File: src/source/conv_pkg.sv
`default_nettype none

package conv_pkg;

  typedef enum logic [2:0] {
    OP_PAUSE         = 3'd0,
    OP_PLUS          = 3'd1,
    OP_MINUS         = 3'd2,
    OP_BALLAST_P     = 3'd3,
    OP_BALLAST_N     = 3'd4,
    OP_START_ARM     = 3'd5,
    OP_SHUTDOWN      = 3'd6,
    OP_DISCHARGE_ARM = 3'd7
  } cmd_op_t;

  typedef enum logic [2:0] {
    DEC_IDLE  = 3'd0,
    DEC_START = 3'd1,
    DEC_DIS0  = 3'd2,
    DEC_DIS1  = 3'd3,
    DEC_DIS2  = 3'd4,
    DEC_ERROR = 3'd5
  } dec_state_t;

  typedef struct packed {
    logic    valid;       // One-cycle command strobe
    cmd_op_t op;
  } cmd_t;

  // All fields active high after conditioning
  typedef struct packed {
    logic [3:0] drive_err;
    logic       volt_err;
    logic       curr_err;
    logic       thermal;
    logic       stop_key;
  } fault_t;

  typedef struct packed {
    logic [3:0] top;      // Bit 0 is switch 1
    logic [3:0] bot;
    logic       plus;
    logic       minus;
    logic       pause_p;
    logic       pause_n;
  } bridge_t;

  typedef struct packed {
    logic    valid;
    cmd_op_t op;
  } bridge_req_t;

  typedef struct packed {
    logic       brk;
    logic       stop;
    logic       avv;
    logic       avi;
    logic       td;
    logic [3:0] erbd;
  } indicator_t;

  localparam int RAMP_STEPS = 15;

  localparam logic [1:0] DUTY_QUARTER = 2'd0;
  localparam logic [1:0] DUTY_HALF    = 2'd1;
  localparam logic [1:0] DUTY_3Q      = 2'd2;
  localparam logic [1:0] DUTY_FULL    = 2'd3;

endpackage

`default_nettype wire

File: src/source/input_filter.sv
`default_nettype none

module input_filter #(
  parameter int FILTER_LEN = 8
) (
  input  wire  clk,
  input  wire  rstn,
  input  logic i_line,
  output logic o_line
);

  logic [FILTER_LEN-1:0] hist;  // Most recent sample in bit 0

  always_ff @(posedge clk or negedge rstn) begin
    if (!rstn) begin
      hist   <= '0;
      o_line <= 1'b0;
    end else begin
      hist <= {hist[FILTER_LEN-2:0], i_line};
      if (&hist) begin
        o_line <= 1'b1;         // Stable high for the whole window
      end else if (~|hist) begin
        o_line <= 1'b0;         // Stable low for the whole window
      end
    end
  end

endmodule

`default_nettype wire

File: src/source/input_conditioner.sv
`default_nettype none

module input_conditioner import conv_pkg::*; #(
  parameter int FILTER_LEN = 8
) (
  input  wire        clk,
  input  wire        rstn,
  input  logic       i_strobe,
  input  logic [2:0] i_bus,
  input  fault_t     i_fault_lines,
  output cmd_t       o_cmd,
  output fault_t     o_faults
);

  // Drive faults, stop key and voltage fault are wired active low
  localparam fault_t ACTIVE_LOW = '{
    drive_err: 4'hf,
    volt_err:  1'b1,
    curr_err:  1'b0,
    thermal:   1'b0,
    stop_key:  1'b1
  };

  logic       strobe_f;
  logic       strobe_q;
  logic [2:0] bus_f;
  logic [7:0] fault_raw;
  logic [7:0] fault_f;

  assign fault_raw = i_fault_lines ^ ACTIVE_LOW;

  input_filter #(.FILTER_LEN(FILTER_LEN)) u_strobe_filter (
    .clk   (clk),
    .rstn  (rstn),
    .i_line(i_strobe),
    .o_line(strobe_f)
  );

  for (genvar i = 0; i < 3; i++) begin : g_bus
    input_filter #(.FILTER_LEN(FILTER_LEN)) u_filter (
      .clk   (clk),
      .rstn  (rstn),
      .i_line(i_bus[i]),
      .o_line(bus_f[i])
    );
  end

  for (genvar i = 0; i < 8; i++) begin : g_fault
    input_filter #(.FILTER_LEN(FILTER_LEN)) u_filter (
      .clk   (clk),
      .rstn  (rstn),
      .i_line(fault_raw[i]),
      .o_line(fault_f[i])
    );
  end

  always_ff @(posedge clk or negedge rstn) begin
    if (!rstn) begin
      strobe_q <= 1'b0;
    end else begin
      strobe_q <= strobe_f;
    end
  end

  assign o_cmd.valid = strobe_q & ~strobe_f;  // Falling edge of filtered strobe
  assign o_cmd.op    = cmd_op_t'(bus_f);
  assign o_faults    = fault_t'(fault_f);

endmodule

`default_nettype wire

File: src/source/command_decoder.sv
`default_nettype none

module command_decoder import conv_pkg::*; (
  input  wire         clk,
  input  wire         rstn,
  input  cmd_t        i_cmd,
  input  logic        i_trip,
  input  logic        i_busy,
  input  logic        i_done,
  input  logic        i_pending,
  output bridge_req_t o_req,
  output logic        o_start_go,
  output logic        o_shutdown,
  output logic        o_fan_on,
  output logic        o_fan_off,
  output logic        o_ready
);

  dec_state_t state;

  always_ff @(posedge clk or negedge rstn) begin
    if (!rstn) begin
      state      <= DEC_IDLE;
      o_ready    <= 1'b0;
      o_req      <= '{valid: 1'b0, op: OP_PAUSE};
      o_start_go <= 1'b0;
      o_shutdown <= 1'b0;
      o_fan_on   <= 1'b0;
      o_fan_off  <= 1'b0;
    end else begin
      o_req.valid <= 1'b0;      // Pulses by default
      o_start_go  <= 1'b0;
      o_shutdown  <= 1'b0;
      o_fan_on    <= 1'b0;
      o_fan_off   <= 1'b0;
      if (i_trip) begin
        state   <= DEC_ERROR;   // Only reset leaves this state
        o_ready <= 1'b0;
      end else if (state != DEC_ERROR) begin
        if (i_done) begin
          o_ready <= 1'b1;      // Soft start finished
        end
        if (i_cmd.valid && !i_pending) begin
          state <= DEC_IDLE;
          case (state)
            DEC_IDLE: begin
              case (i_cmd.op)
                OP_PAUSE: begin
                  if (!i_busy) begin
                    o_req <= '{valid: 1'b1, op: OP_PAUSE};
                  end
                end
                OP_PLUS, OP_MINUS, OP_BALLAST_P, OP_BALLAST_N: begin
                  if (o_ready && !i_busy) begin
                    o_req <= '{valid: 1'b1, op: i_cmd.op};
                  end
                end
                OP_START_ARM: begin
                  state <= i_busy ? DEC_IDLE : DEC_START;
                end
                OP_DISCHARGE_ARM: begin
                  state <= i_busy ? DEC_IDLE : DEC_DIS0;
                end
                OP_SHUTDOWN: begin
                  o_shutdown <= 1'b1;
                  o_fan_off  <= 1'b1;
                  o_req      <= '{valid: 1'b1, op: OP_PAUSE};
                  o_ready    <= 1'b0;
                end
              endcase
            end
            DEC_START: begin
              if (i_cmd.op == OP_PAUSE) begin
                o_start_go <= 1'b1;
                o_fan_on   <= 1'b1;
                o_req      <= '{valid: 1'b1, op: OP_PAUSE};
              end
            end
            DEC_DIS0: state <= (i_cmd.op == OP_PAUSE) ? DEC_DIS1 : DEC_IDLE;
            DEC_DIS1: state <= (i_cmd.op == OP_DISCHARGE_ARM) ? DEC_DIS2 : DEC_IDLE;
            DEC_DIS2: begin
              if (i_cmd.op == OP_PAUSE) begin
                o_ready <= 1'b1;  // Discharge sequence complete
              end
            end
            default: state <= DEC_IDLE;
          endcase
        end
      end
    end
  end

endmodule

`default_nettype wire

File: src/source/start_sequencer.sv
`default_nettype none

module start_sequencer import conv_pkg::*; #(
  parameter int STEP_CYCLES = 100_000_000,
  parameter int PWM_WIDTH   = 19
) (
  input  wire  clk,
  input  wire  rstn,
  input  logic i_go,
  input  logic i_shutdown,
  input  logic i_trip,
  output logic o_busy,
  output logic o_done,
  output logic o_start,
  output logic o_charge,
  output logic o_charge_pwm
);

  localparam int TIMER_WIDTH = (STEP_CYCLES > 1) ? $clog2(STEP_CYCLES) : 1;
  localparam logic [TIMER_WIDTH-1:0] RELOAD = TIMER_WIDTH'(STEP_CYCLES - 1);
  localparam logic [4:0] LAST_STEP = 5'(RAMP_STEPS);
  localparam logic [4:0] WAIT_STEP = 5'(RAMP_STEPS + 1);

  logic [4:0]             step;       // 0 idle, 1..15 ramp, 16 final wait
  logic [TIMER_WIDTH-1:0] timer;
  logic [PWM_WIDTH-1:0]   pwm_cnt;
  logic [1:0]             duty;
  logic [1:0]             pwm_phase;

  always_ff @(posedge clk or negedge rstn) begin
    if (!rstn) begin
      step     <= '0;
      timer    <= '0;
      o_start  <= 1'b0;
      o_charge <= 1'b0;
      o_done   <= 1'b0;
    end else begin
      o_done <= 1'b0;
      if (i_shutdown || i_trip) begin
        step     <= '0;
        timer    <= '0;
        o_start  <= 1'b0;
        o_charge <= 1'b0;
      end else if (i_go) begin
        step     <= 5'd1;
        timer    <= RELOAD;
        o_start  <= 1'b0;
        o_charge <= 1'b1;
      end else if (step != '0) begin
        if (timer != '0) begin
          timer <= timer - 1'b1;
        end else if (step == WAIT_STEP) begin
          step     <= '0;
          o_charge <= 1'b0;
          o_done   <= 1'b1;
        end else begin
          if (step == LAST_STEP) begin
            o_start <= 1'b1;        // Ramp complete, final wait follows
          end
          step  <= step + 1'b1;
          timer <= RELOAD;
        end
      end
    end
  end

  always_ff @(posedge clk or negedge rstn) begin
    if (!rstn) begin
      pwm_cnt <= '0;
    end else begin
      pwm_cnt <= pwm_cnt + 1'b1;
    end
  end

  always_comb begin
    if (step <= 5'd4) begin
      duty = DUTY_QUARTER;
    end else if (step <= 5'd8) begin
      duty = DUTY_HALF;
    end else if (step <= 5'd11) begin
      duty = DUTY_3Q;
    end else begin
      duty = DUTY_FULL;         // Also held through the final wait
    end
  end

  assign pwm_phase    = pwm_cnt[PWM_WIDTH-1 -: 2];
  // Level n passes n+1 quarters of the period
  assign o_charge_pwm = o_charge & (pwm_phase <= duty);
  assign o_busy       = (step != '0);

endmodule

`default_nettype wire

File: src/source/bridge_driver.sv
`default_nettype none

module bridge_driver import conv_pkg::*; #(
  parameter int DEAD_CYCLES = 50
) (
  input  wire         clk,
  input  wire         rstn,
  input  bridge_req_t i_req,
  input  logic        i_trip,
  output logic        o_pending,
  output bridge_t     o_bridge
);

  localparam int CNT_WIDTH = $clog2(DEAD_CYCLES + 1);

  logic [CNT_WIDTH-1:0] dead_cnt;
  bridge_t              next_pattern;
  logic                 is_drive;

  function automatic bridge_t pattern(input cmd_op_t op);
    bridge_t p;
    p = '0;
    case (op)
      OP_PLUS:      p = '{top: 4'b0001, bot: 4'b0010, plus: 1'b1, default: '0};
      OP_MINUS:     p = '{top: 4'b0010, bot: 4'b0001, minus: 1'b1, default: '0};
      OP_BALLAST_P: p = '{top: 4'b0100, bot: 4'b1000, pause_p: 1'b1, default: '0};
      OP_BALLAST_N: p = '{top: 4'b1000, bot: 4'b0100, pause_n: 1'b1, default: '0};
      default:      p = '0;
    endcase
    return p;
  endfunction

  assign is_drive = (i_req.op inside {OP_PLUS, OP_MINUS, OP_BALLAST_P, OP_BALLAST_N});

  always_ff @(posedge clk or negedge rstn) begin
    if (!rstn) begin
      o_bridge  <= '0;
      o_pending <= 1'b0;
      dead_cnt  <= '0;
    end else if (i_trip) begin
      o_bridge  <= '0;          // Trip drops any queued pattern
      o_pending <= 1'b0;
      dead_cnt  <= '0;
    end else if (i_req.valid) begin
      o_bridge  <= '0;          // Dead-time gap starts with all off
      o_pending <= is_drive;
      dead_cnt  <= CNT_WIDTH'(DEAD_CYCLES);
    end else if (dead_cnt != '0) begin
      dead_cnt <= dead_cnt - 1'b1;
    end else if (o_pending) begin
      o_bridge  <= next_pattern;
      o_pending <= 1'b0;
    end
  end

  always_ff @(posedge clk or negedge rstn) begin
    if (!rstn) begin
      next_pattern <= '0;
    end else if (i_req.valid) begin
      next_pattern <= pattern(i_req.op);
    end
  end

endmodule

`default_nettype wire

File: src/source/fault_monitor.sv
`default_nettype none

module fault_monitor import conv_pkg::*; (
  input  wire        clk,
  input  wire        rstn,
  input  fault_t     i_faults,
  input  logic       i_fan_on,
  input  logic       i_fan_off,
  output logic       o_trip,
  output logic       o_fan,
  output indicator_t o_ind
);

  assign o_trip = |i_faults;    // Any active fault trips

  always_ff @(posedge clk or negedge rstn) begin
    if (!rstn) begin
      o_fan <= 1'b0;
    end else if (o_trip || i_fan_on) begin
      o_fan <= 1'b1;            // Cooling forced on by a trip
    end else if (i_fan_off) begin
      o_fan <= 1'b0;
    end
  end

  // Sticky indicators until reset
  always_ff @(posedge clk or negedge rstn) begin
    if (!rstn) begin
      o_ind <= '0;
    end else begin
      o_ind.brk  <= o_ind.brk  | o_trip;
      o_ind.stop <= o_ind.stop | i_faults.stop_key;
      o_ind.avv  <= o_ind.avv  | i_faults.volt_err;
      o_ind.avi  <= o_ind.avi  | i_faults.curr_err;
      o_ind.td   <= o_ind.td   | i_faults.thermal;
      o_ind.erbd <= o_ind.erbd | i_faults.drive_err;
    end
  end

endmodule

`default_nettype wire

File: src/source/converter_top.sv
`default_nettype none

module converter_top import conv_pkg::*; #(
  parameter int FILTER_LEN  = 8,
  parameter int STEP_CYCLES = 100_000_000,
  parameter int DEAD_CYCLES = 50,
  parameter int PWM_WIDTH   = 19
) (
  input  wire        clk,
  input  wire        rstn,
  input  logic       i_strobe,
  input  logic [2:0] i_bus,
  input  fault_t     i_fault_lines,  // Raw pin polarity
  output bridge_t    o_bridge,
  output indicator_t o_ind,
  output logic       o_fan,
  output logic       o_start,
  output logic       o_charge,
  output logic       o_charge_pwm,
  output logic       o_ready
);

  cmd_t        cmd;
  fault_t      faults;
  bridge_req_t req;
  logic        trip;
  logic        busy;
  logic        done;
  logic        pending;
  logic        start_go;
  logic        shutdown;
  logic        fan_on;
  logic        fan_off;

  input_conditioner #(.FILTER_LEN(FILTER_LEN)) u_input_conditioner (
    .clk          (clk),
    .rstn         (rstn),
    .i_strobe     (i_strobe),
    .i_bus        (i_bus),
    .i_fault_lines(i_fault_lines),
    .o_cmd        (cmd),
    .o_faults     (faults)
  );

  command_decoder u_command_decoder (
    .clk       (clk),
    .rstn      (rstn),
    .i_cmd     (cmd),
    .i_trip    (trip),
    .i_busy    (busy),
    .i_done    (done),
    .i_pending (pending),
    .o_req     (req),
    .o_start_go(start_go),
    .o_shutdown(shutdown),
    .o_fan_on  (fan_on),
    .o_fan_off (fan_off),
    .o_ready   (o_ready)
  );

  start_sequencer #(
    .STEP_CYCLES(STEP_CYCLES),
    .PWM_WIDTH  (PWM_WIDTH)
  ) u_start_sequencer (
    .clk         (clk),
    .rstn        (rstn),
    .i_go        (start_go),
    .i_shutdown  (shutdown),
    .i_trip      (trip),
    .o_busy      (busy),
    .o_done      (done),
    .o_start     (o_start),
    .o_charge    (o_charge),
    .o_charge_pwm(o_charge_pwm)
  );

  bridge_driver #(.DEAD_CYCLES(DEAD_CYCLES)) u_bridge_driver (
    .clk      (clk),
    .rstn     (rstn),
    .i_req    (req),
    .i_trip   (trip),
    .o_pending(pending),
    .o_bridge (o_bridge)
  );

  fault_monitor u_fault_monitor (
    .clk      (clk),
    .rstn     (rstn),
    .i_faults (faults),
    .i_fan_on (fan_on),
    .i_fan_off(fan_off),
    .o_trip   (trip),
    .o_fan    (o_fan),
    .o_ind    (o_ind)
  );

endmodule

`default_nettype wire

File: config.mk
export PLATFORM = sky130hd
export DESIGN_NAME = converter_top
export DESIGN_NICKNAME = d
export VERILOG_FILES = /design/src/source/conv_pkg.sv /design/src/source/input_filter.sv /design/src/source/input_conditioner.sv /design/src/source/command_decoder.sv /design/src/source/start_sequencer.sv /design/src/source/bridge_driver.sv /design/src/source/fault_monitor.sv /design/src/source/converter_top.sv
export SDC_FILE = /design/constraint.sdc
export NUM_CORES = 1
export LEC_CHECK = 0
export ABC_AREA = 1
export BUFFER_PORTS_ARGS = -buffer_cell sky130_fd_sc_hd__buf_2
export CAP_MARGIN = 20
export CORE_MARGIN = 8
export CORE_UTILIZATION = 57
export DETAILED_ROUTE_END_ITERATION = 10
export PLACE_DENSITY = 0.73
export SETUP_SLACK_MARGIN = 0.2
export SYNTH_ARGS = -nofsm -noshare
export SYNTH_HDL_FRONTEND = slang
export SYNTH_HIERARCHICAL = 1
export SYNTH_SLANG_ARGS = --single-unit
File: constraint.sdc
create_clock -name clk -period 2.1 [get_ports clk]
set_input_delay 0.42 -clock clk [delete_from_list [all_inputs] [get_ports clk]]
set_output_delay 0.42 -clock clk [all_outputs]
set_load 0.05 [all_outputs]
* Word level (Yosys, flattened, before mapping)
Index checks and enable logic that the tools add are counted.
Widths: inputs -> output; s select.
** Word-level totals
- Flip-flop bits (word level) :: 214
- Input port bits :: 14
- Output and inout port bits :: 26
** Operators by class
- $add $sub $neg :: 4
- Magnitude comparators :: 4
- Equal/unequal tests :: 38
- Multiplexer cells :: 100
- Bitwise logic cells :: 11
- Reduce and logical (&&, ||, !) cells :: 54
** Operator list (number)
- $mux 27 :: 5
- $reduce_and 8->1 :: 13
- $reduce_or 8->1 :: 13
- $mux 1 :: 63
- $mux 12 :: 4
- $pmux 12 s4 :: 1
- $reduce_bool 27->1 :: 1
- $sub 27x1->27 const B :: 1
- $mux 5 :: 5
- $mux 4 :: 6
- $ne 2x2->1 const B :: 12
- $add 19x1->19 const B :: 1
- $eq 3x2->1 const B :: 6
- $eq 3x3->1 const B :: 6
- $mux 6 :: 3
- $reduce_bool 3->1 :: 5
- $mux 3 :: 4
- $ne 3x2->1 const B :: 4
- $pmux 4 s3 :: 1
- $le 5x4->1 const B :: 2
- $eq 3x1->1 const B :: 3
- $pmux 3 s3 :: 1
- $mux 2 :: 4
- $ne 4x2->1 const B :: 2
- 28 further kinds :: 45

* Logic depth before layout (Yosys ltp)
Gate-level depths: netlist of the first run.
- Word-level depth :: 9
- Mapped depth :: 13

* By module
The synthesis of the first run kept the hierarchy.
** Modules (own cells, without submodules)
- start_sequencer :: times used 1, cells an instance 461, area each 3432.0 um2, seq. area each 1351.3 um2
- input_filter :: times used 12, cells an instance 23, area each 281.5 um2, seq. area each 225.2 um2
- bridge_driver :: times used 1, cells an instance 100, area each 849.6 um2, seq. area each 375.4 um2
- command_decoder :: times used 1, cells an instance 101, area each 730.7 um2, seq. area each 250.2 um2
- fault_monitor :: times used 1, cells an instance 31, area each 352.8 um2, seq. area each 250.2 um2
- input_conditioner :: times used 1, cells an instance 9, area each 57.6 um2, seq. area each 25.0 um2

* Worst setup path before layout of the first run
OpenSTA, ideal clock, no wires.
- Path type :: register to output
- Start point :: register u_start_sequencer.step[0]
- End point :: output port o_charge_pwm
- Data arrival time :: 2297 ps
- Data required time :: 1680 ps
- Path slack :: -617 ps
- Cell stages (with the launch flop) :: 9
- Buffers on the path :: 0
- Cells stage by stage :: dfrtp_1 -> inv_1 -> ha_1 -> nor2_1 -> nor2_1 -> a41oi_1 -> ha_1 -> o21bai_1 -> a21boi_0
** On the way
- Word-level cells in the longest chain between the ends :: 6
** RTL lines
- from (decl) :: line start_sequencer.sv:24 : logic [4:0] step;
- from (signal assigned) :: line start_sequencer.sv:60 : step <= step + 1'b1;
- $le 5x4->1 :: line start_sequencer.sv:80 : end else if (step <= 5'd11) begin
- $mux 1 :: line start_sequencer.sv:80
- $mux 2 :: line start_sequencer.sv:78 : end else if (step <= 5'd8) begin
- $mux 2 (*) :: line start_sequencer.sv:76 : if (step <= 5'd4) begin
- $le 2x2->1 (*) :: line start_sequencer.sv:89 : assign o_charge_pwm = o_charge & (pwm_phase <= duty);
- $and 1x1->1 (*) :: line start_sequencer.sv:89
- to (decl) :: line converter_top.sv:19 : output logic o_charge_pwm,
Mark *: on every way between the ends. The rest lies on a longest branch, timed or not.

* Worst setup path in the final report of the first run
Same ends and word-level chain as after synthesis.

==> results of run 1 <==
cell families (layout without fill, tap and decap cells):
kind of cell | Yosys count | in the layout | share of synthesized area
xor gates and xnor gates | 26 | 26 | 0.0259
adders and majority gates | 10 | 10 | 0.0142
DFF | 198 | 198 | 0.563
and+or+nand+nor | 560 | 560 | 0.297
AOI/OAI and AO/OA | 64 | 64 | 0.0397
buffers and inverters | 120 | 214 | 0.0600
how the worst max path moves through the flow:
stage	to	depth (start not counted)	slack (ns)	start
2_1_floorplan	o_charge_pwm	8	0.12	u_start_sequencer/step[1]
3_3_place_gp	o_charge_pwm	8	0.04	u_start_sequencer/step[1]
6_report	o_charge_pwm	10	-0.36	u_start_sequencer/step[0]
4_1_cts	o_charge_pwm	9	-0.33	u_start_sequencer/step[1]
5_1_grt	o_charge_pwm	8	-0.44	u_start_sequencer/step[1]
3_5_place_dp	o_charge_pwm	9	-0.01	u_start_sequencer/step[1]
flip-flops by register name, indices dropped and copies added (netlist names), 3 cells and up:
| name | cells |
|---|---|
| u_bridge_driver/dead_cnt | 6 |
| u_fault_monitor/o_ind | 9 |
| u_input_conditioner/g_bus.u_filter/hist | 24 |
| u_command_decoder/state | 3 |
| u_input_conditioner/g_fault.u_filter/hist | 64 |
| u_command_decoder/o_req | 4 |
| u_input_conditioner/g_fault.u_filter/o_line | 8 |
| u_input_conditioner/g_bus.u_filter/o_line | 3 |
| u_bridge_driver/next_pattern | 4 |
| u_bridge_driver/o_bridge | 4 |
| u_start_sequencer/timer | 27 |
| u_start_sequencer/pwm_cnt | 19 |
| u_input_conditioner/u_strobe_filter/hist | 8 |
| u_start_sequencer/step | 5 |
worst register-to-register path, stage by stage (launching register included):
cell and delay, ns:
dfrtp_1 0.40, nor2_2 0.14, nand2_2 0.08, nor2_4 0.17
inv_4 0.07, nor2_8 0.10, nand2_4 0.07, nor2_4 0.14
nand4_4 0.18, nand2_4 0.20, clkbuf_16 0.20, nand2_2 0.05
o21ai_1 0.07
cells in the final DEF, fill, tap and decap left out, drive strengths merged:
| cell | synthesis | routed |
|---|---|---|
| clkbuf | 0 | 19 |
| xor2 | 14 | 14 |
| nand3b | 1 | 1 |
| buf | 18 | 77 |
| dlygate4sd3 | 0 | 1 |
| clkinv | 4 | 6 |
| o31ai | 1 | 1 |
| nor2 | 192 | 192 |
| a21oi | 7 | 7 |
| o21ai | 50 | 50 |
| xnor2 | 12 | 12 |
| ha | 10 | 10 |
| a21boi | 1 | 1 |
| a41oi | 1 | 1 |
| o21bai | 2 | 2 |
| nand2 | 253 | 253 |
| nor3 | 13 | 13 |
| nand4 | 31 | 31 |
| bufinv | 0 | 2 |
| clkinvlp | 0 | 1 |
| nand3 | 62 | 62 |
| inv | 98 | 108 |
| or2 | 8 | 8 |
| o211ai | 1 | 1 |
| dfrtp | 198 | 198 |
| a31oi | 1 | 1 |
final cells by class:
class | instances | share of cell area
clock buffers | 17 | 0.0405
repair buffers | 80 | 0.0585
flip-flops and latches | 198 | 0.472
well taps | 188 | 0.0224
clock inverters | 15 | 0.0193
multi-input cells | 660 | 0.351
inverters | 102 | 0.0372
per-layer routing:
| metal | vias to the layer above | global-route usage |
|---|---|---|
| li1 | 3253 | - |
| met1 | 3107 | 0.237 |
| met2 | 135 | 0.288 |
| met3 | 28 | 0.0357 |
| met4 | 0 | 0.0829 |
| met5 | - | 0 |
report_power, final:
group          internal (uW)  total, uW  switching [uW]
Combinational           1950       5420            3470
Sequential              4220       4780             552
Clock                   1830       3400            1560
Total                   8010      13600            5580
per-stage QoR:
stage | instances | hold slack [ns] | instance area (um^2) | worst slack, ns | setup TNS (ns)
finish | 1260 | 0.0877 | 10500 | -0.360 | -0.360
global route | 1260 | 0.0665 | 10500 | -0.437 | -0.437
CTS | 1247 | 0.0715 | 10100 | -0.330 | -0.330
detailed placement | 1212 | 0.382 | 9350 | -0.0141 | -0.0141
global placement | 1212 | 0.378 | 9350 | 0.0376 | 0
floorplan | 978 | 0.124 | 8830 | 0.124 | 0
what timing repair did:
action	4_1_cts	5_1_grt
gates resized for setup	17	92
gates cloned	0	3
hold buffers	1	0
pin swaps	10	30
setup endpoints to repair	31	39
hold endpoints to repair	55	0
buffers inserted	2	10
==> impl_metrics.csv, run 1 <==
group,metric,value,unit
run_status,status,"finished, violations left",
run_status,violations,"setup timing",
timing,fin_worst_skew,0.0110,ns
min_path,hold_depth,1,
synthesis,synth_top_area_frac,0.563,
timing,rsz0062_at_grt,"true",
detailed_routing,wl_met1,8.09,mm
detailed_routing,post-route-drc-count,0,
detailed_routing,vias_per_cell,5.18,
synthesis,yosys_register_bits,198,
cts,clk_root_buffer_cell,"clkbuf_16",
synthesis,yosys_warnings,6,
timing,hold_violations,0,
layout,fin_util,0.694,
cts,cts_buffers,17,
min_path,min_to,"u_input_conditioner/g_fault[2].u_filter/hist[0]",
synthesis,yosysMostFrequentCell,"nand2_1",
layout,antenna_cells,0,
synthesis,syn-num-nets,1002,
timing,min_period,2.46,ns
detailed_routing,wl_met3,690,um
critical_path,crit_path_max_fanout,3,
cts,worstSkewPairLatency,0.43,ns
critical_path,path_buf_inv,4,
critical_path,ff2ff_setup_slack,0.16,ns
min_path,hold_start,"i_fault_lines[2]",
critical_path,crit_chain,"inv_2 -> nand4_1 -> nor2_1 -> nor2_1 -> inv_1 -> ha_4 -> inv_1 -> o21bai_4 -> a21boi_4 -> buf_6",
floorplanning,die_h,140,um
detailed_routing,finalWirelength,17.6,mm
layout,multiInputGateArea,3680,um^2
critical_path,r2r_start,"u_input_conditioner/g_fault[5].u_filter/o_line",
placement,gp_congestion,0.872,
critical_path,slowest_stage,"dfrtp_1",
power,cellPowerDensity,1290,nW/um^2
global_route,grt_pass1_vias,6434,
timing,fin_ws,-0.360,ns
global_route,grt_max_degree,61,
synthesis,async_reset_ff_frac,1.00,
critical_path,crit_required,1.68,ns
layout,final.fill_count,1127,
synthesis,synthTopCellsByCount,"nand2_1, dfrtp_1, nor2_1",
detailed_routing,postRouteAntennaNets,0,
synthesis,synthCells,978,
synthesis,yosysSeqAreaShare,0.563,
floorplanning,core_area,15100,um^2
cts,cts_tree,"built",
detailed_routing,vias,6523,
timing,drv_slew,0,
layout,final-seq-area,4950,um^2
critical_path,crit_path_end_kind,"output pin",
power,power,13600,uW
critical_path,crit_arrival,2.04,ns
detailed_routing,wl_per_cell,14.0,um
synthesis,synth_area_per_cell,9.00,um^2
floorplanning,die_w,140,um
critical_path,worstSetupPathType,"reg -> out",
timing,fin_crit_sh,1.17,
floorplanning,rows,45,
layout,nets,1083,
global_route,grt_antenna_before_repair,0,
global_route,grt.total_usage,0.181,
detailed_routing,drtIter0Drc,486,
timing,worst_pin_slew,0.466,ns
synthesis,synth_area_leaders,"dfrtp_1, nand2_1, nor2_1, inv_1, nand3_1",
synthesis,yosysUniqueCellTypes,36,
synthesis,synthFlopType,"dfrtp_1",
cts,cts_max_level,4,
floorplanning,dieArea,19700,um^2
layout,drive_above_1_share,0.251,
cts,clockBufferDepth,2,
critical_path,cp_top_family,"buffers and inverters",
min_path,hold_path.class,"in -> reg",
cts,clk_pin_slew,0.07,ns
global_route,grt_pass1_wl,29.2,mm
detailed_routing,wl_met2,8.45,mm
critical_path,cp-start-kind,"flip-flop",
timing,setup_violations,1,
layout,area_growth,19.4,%
cts,cts.sinks,198,
detailed_routing,highest_layer,"met4",
synthesis,netlist_area,8800,um^2
synthesis,synth-edff-count,0,
critical_path,critPathMaxStageDelay,0.39,ns
timing,fmax,0.407,GHz
power,power.leakage,0.00525,uW
critical_path,rr_worst_depth,12,
placement,dp_hpwl,11.5,mm
floorplanning,start_util,0.581,
timing,relSlewSlack,0.689,
global_route,grt.overflow.total,0,
detailed_routing,first_pass_iters,5,
flow_run,max_cap_viol_count,0,
floorplanning,io_pins,40,
synthesis,yosysTopAreaCell,"dfrtp_1",
power,irDropWorstVdd,0.860,mV
placement,io_buffers,39,
critical_path,reg2reg_to,"u_start_sequencer/timer[2]",
Power figures use the tool's default switching activity.
==> run 2, diff against run 1 <==
Settings changed: ABC_AREA 1 to 0.
==> run 2 against run 1 <==
Compared with the run above:
- critical path type unchanged
- largest power group unchanged
- synthesized cell count shrank 29%
- synthesized area shrank 6.9%
- setup slack lost 0.31 ns
- the run still ends with setup timing left
- cell count shrank 17%
==> impl_metrics.csv, run 2 <==
group,metric,value,unit
critical_path,r2r_start,"u_start_sequencer/timer[22]",
synthesis,yosysTopAreaCell,"dfrtp_1",
synthesis,synth-edff-count,0,
placement,io_buffers,39,
synthesis,async_reset_ff_frac,1.00,
global_route,grt_max_degree,54,
run_status,violations,"setup timing",
floorplanning,die_w,136,um
cts,clockBufferDepth,2,
layout,area_growth,28.8,%
synthesis,synth_area_per_cell,11.8,um^2
synthesis,netlist_area,8190,um^2
placement,pre_cts_slack,-0.350,ns
floorplanning,rows,44,
cts,worstSkewPairLatency,0.43,ns
power,irDropWorstVdd,0.701,mV
timing,rsz0062_at_grt,"true",
layout,layout_commonest_cell,"dfrtp_1",
floorplanning,dieArea,18500,um^2
timing,min_period,2.77,ns
detailed_routing,wl_per_cell,19.9,um
layout,drive_above_1_share,0.347,
timing,relSlewSlack,0.565,
timing,hold_violations,0,
global_route,grt.total_usage,0.224,
layout,top_regs,"u_input_conditioner/g_fault.u_filter/hist: 64 flops, u_start_sequencer/timer: 27 flops, u_input_conditioner/g_bus.u_filter/hist: 24 flops",
cts,cts_tree,"built",
layout,final_area,10600,um^2
layout,layout_common_cells,"dfrtp_1, buf_4, nor2_1",
synthesis,yosys_warnings,6,
synthesis,yosysUniqueCellTypes,79,
detailed_routing,postRouteAntennaNets,0,
detailed_routing,finalWirelength,20.8,mm
synthesis,synth_area_leaders,"dfrtp_1, nand4_1, or4_1, nor2_1, nor3_1",
critical_path,cp-start-kind,"flip-flop",
detailed_routing,drtIter0Drc,643,
cts,cts_max_level,4,
power,power,12600,uW
global_route,grt_antenna_before_repair,0,
critical_path,rr_worst_depth,8,
layout,largest_register,"u_input_conditioner/g_fault.u_filter/hist",
cts,cts.sinks,198,
run_status,status,"finished, violations left",
timing,fin_ws,-0.671,ns
timing,setup_violations,35,
critical_path,crit_path_max_fanout,4,
critical_path,crit_arrival,2.35,ns
synthesis,synthCells,693,
layout,multiInputGateArea,3330,um^2
detailed_routing,post-route-drc-count,0,
layout,final.fill_count,906,
placement,dp_hpwl,12.5,mm
floorplanning,io_pins,40,
placement,place_area,9280,um^2
synthesis,synthTopCellsByCount,"dfrtp_1, nor2_1, nand4_1",
min_path,min_to,"u_input_conditioner/g_fault[1].u_filter/hist[0]",
placement,gp_congestion,0.909,
min_path,hold_depth,1,
timing,fin_worst_skew,0.00748,ns
timing,fin_crit_sh,1.32,
synthesis,yosys_register_bits,198,
synthesis,synth_top_area_frac,0.605,
cts,cts_buffers,17,
timing,drv_slew,0,
critical_path,crit_chain,"buf_6 -> buf_6 -> or3_1 -> a21oi_2 -> ha_1 -> a21oi_2 -> a21oi_2 -> nor2b_4 -> buf_8",
floorplanning,die_h,136,um
critical_path,crit_required,1.68,ns
detailed_routing,vias_per_cell,6.20,
power,power.leakage,0.00471,uW
critical_path,slowest_stage,"dfrtp_2",
global_route,grt.overflow.total,0,
critical_path,ff2ff_setup_slack,-0.36,ns
layout,nets,870,
layout,largest_register_ffs,64,
timing,fmax,0.361,GHz
synthesis,yosysSeqAreaShare,0.605,
layout,antenna_cells,0,
power,cellPowerDensity,1200,nW/um^2
synthesis,synthFlopType,"dfrtp_1",
timing,worst_pin_slew,0.652,ns
global_route,grt_pass1_wl,33.1,mm
layout,final-seq-area,4960,um^2
cts,clk_root_buffer_cell,"clkbuf_16",
cts,clk_pin_slew,0.07,ns
critical_path,crit_path_end_kind,"output pin",
critical_path,worstSetupPathType,"reg -> out",
synthesis,yosysMostFrequentCell,"dfrtp_1",
global_route,grt_pass1_vias,6718,
critical_path,crit_path_frequent_cell,"a21oi_2",
critical_path,critPathMaxStageDelay,0.45,ns
detailed_routing,vias,6471,
min_path,hold_start,"i_fault_lines[1]",
min_path,hold_path.class,"in -> reg",
timing,tns,-9.01,ns
critical_path,reg2reg_to,"u_start_sequencer/timer[22]",
layout,fin_util,0.737,
flow_run,max_cap_viol_count,0,
detailed_routing,first_pass_iters,5,
floorplanning,core_area,14300,um^2
floorplanning,start_util,0.572,
synthesis,syn-num-nets,717,
==> run 2: changes by cell type in the layout (fill, tap and decap cells not counted), moves of 12 or more <==
cell / delta
buf_4: +67
buf_6: +18
inv_1: -52
inv_2: -19
nand2_1: -190
nand2_2: -28
nand2_4: -12
nand3_1: -31
nor2_1: -110
nor2_2: -21
nor2_4: -13
or4_1: +25
==> run 2: worst max-delay path, delay by kind of cell, from the launching register on <==
family,cells,cell delay [ns]
flops,1,0.45
compound gates,3,0.36
simple gates,2,0.45
buf+inv,3,0.39
fa+ha+maj,1,0.28
==> run 2: report_power, final <==
group	internal [uW]	total [uW]	switching (uW)
combinational	2400	4970	2570
sequential	4120	4400	281
clock	1720	3260	1540
total	8250	12600	4380
==> run 2: cell families after synthesis <==
kind of cell | synth area share
AND/OR/NAND/NOR | 0.191
flip-flops | 0.605
multiplexers | 0.00519
buffers and inverters | 0.0377
AO/OA/AOI/OAI | 0.126
adder cells (fa/ha/maj) | 0.0153
XOR/XNOR | 0.0203
==> run 2: area by class of cell <==
type / instances / area share
well taps: 184 / 0.0218
multi-input cells: 435 / 0.316
clock inverters: 14 / 0.0149
repair buffers: 166 / 0.126
clock buffers: 18 / 0.0416
flip-flops and latches: 198 / 0.470
inverters: 28 / 0.0102
==> run 2: per-stage QoR <==
| stage | hold WS [ns] | instances |
|---|---|---|
| finish | 0.0883 | 1043 |
| global route | 0.0702 | 1043 |
| CTS | 0.0762 | 1028 |
| detailed placement | 0.377 | 980 |
| global placement | 0.372 | 980 |
| floorplan | 0.124 | 693 |
==> run 2: worst max-delay path by stage <==
stage	to	slack, ns	startpoint	depth (start not counted)
2_1_floorplan	u_start_sequencer/timer[0]	-0.24	u_start_sequencer/timer[19]	6
3_3_place_gp	o_charge_pwm	-0.25	u_start_sequencer/step[0]	10
3_5_place_dp	o_charge_pwm	-0.35	u_start_sequencer/step[0]	10
4_1_cts	o_charge_pwm	-0.61	u_start_sequencer/step[0]	9
5_1_grt	o_charge_pwm	-0.76	u_start_sequencer/step[0]	10
6_report	o_charge_pwm	-0.67	u_start_sequencer/step[0]	9
==> run 2: routing by layer <==
layer	GRT usage	wire (um)	up-vias
li1	-	-	2903
met1	0.274	8530	3243
met2	0.377	10300	249
met3	0.0477	1260	76
met4	0.0976	705	0
met5	0	0	-
==> run 2: repair_timing <==
| item | 4_1_cts | 5_1_grt |
|---|---|---|
| hold buffers | 1 | 0 |
| setup endpoints to repair | 40 | 42 |
| gates resized for setup | 65 | 33 |
| setup buffers | 15 | 15 |
| hold endpoints to repair | 41 | 0 |
| pin swaps | 30 | 31 |
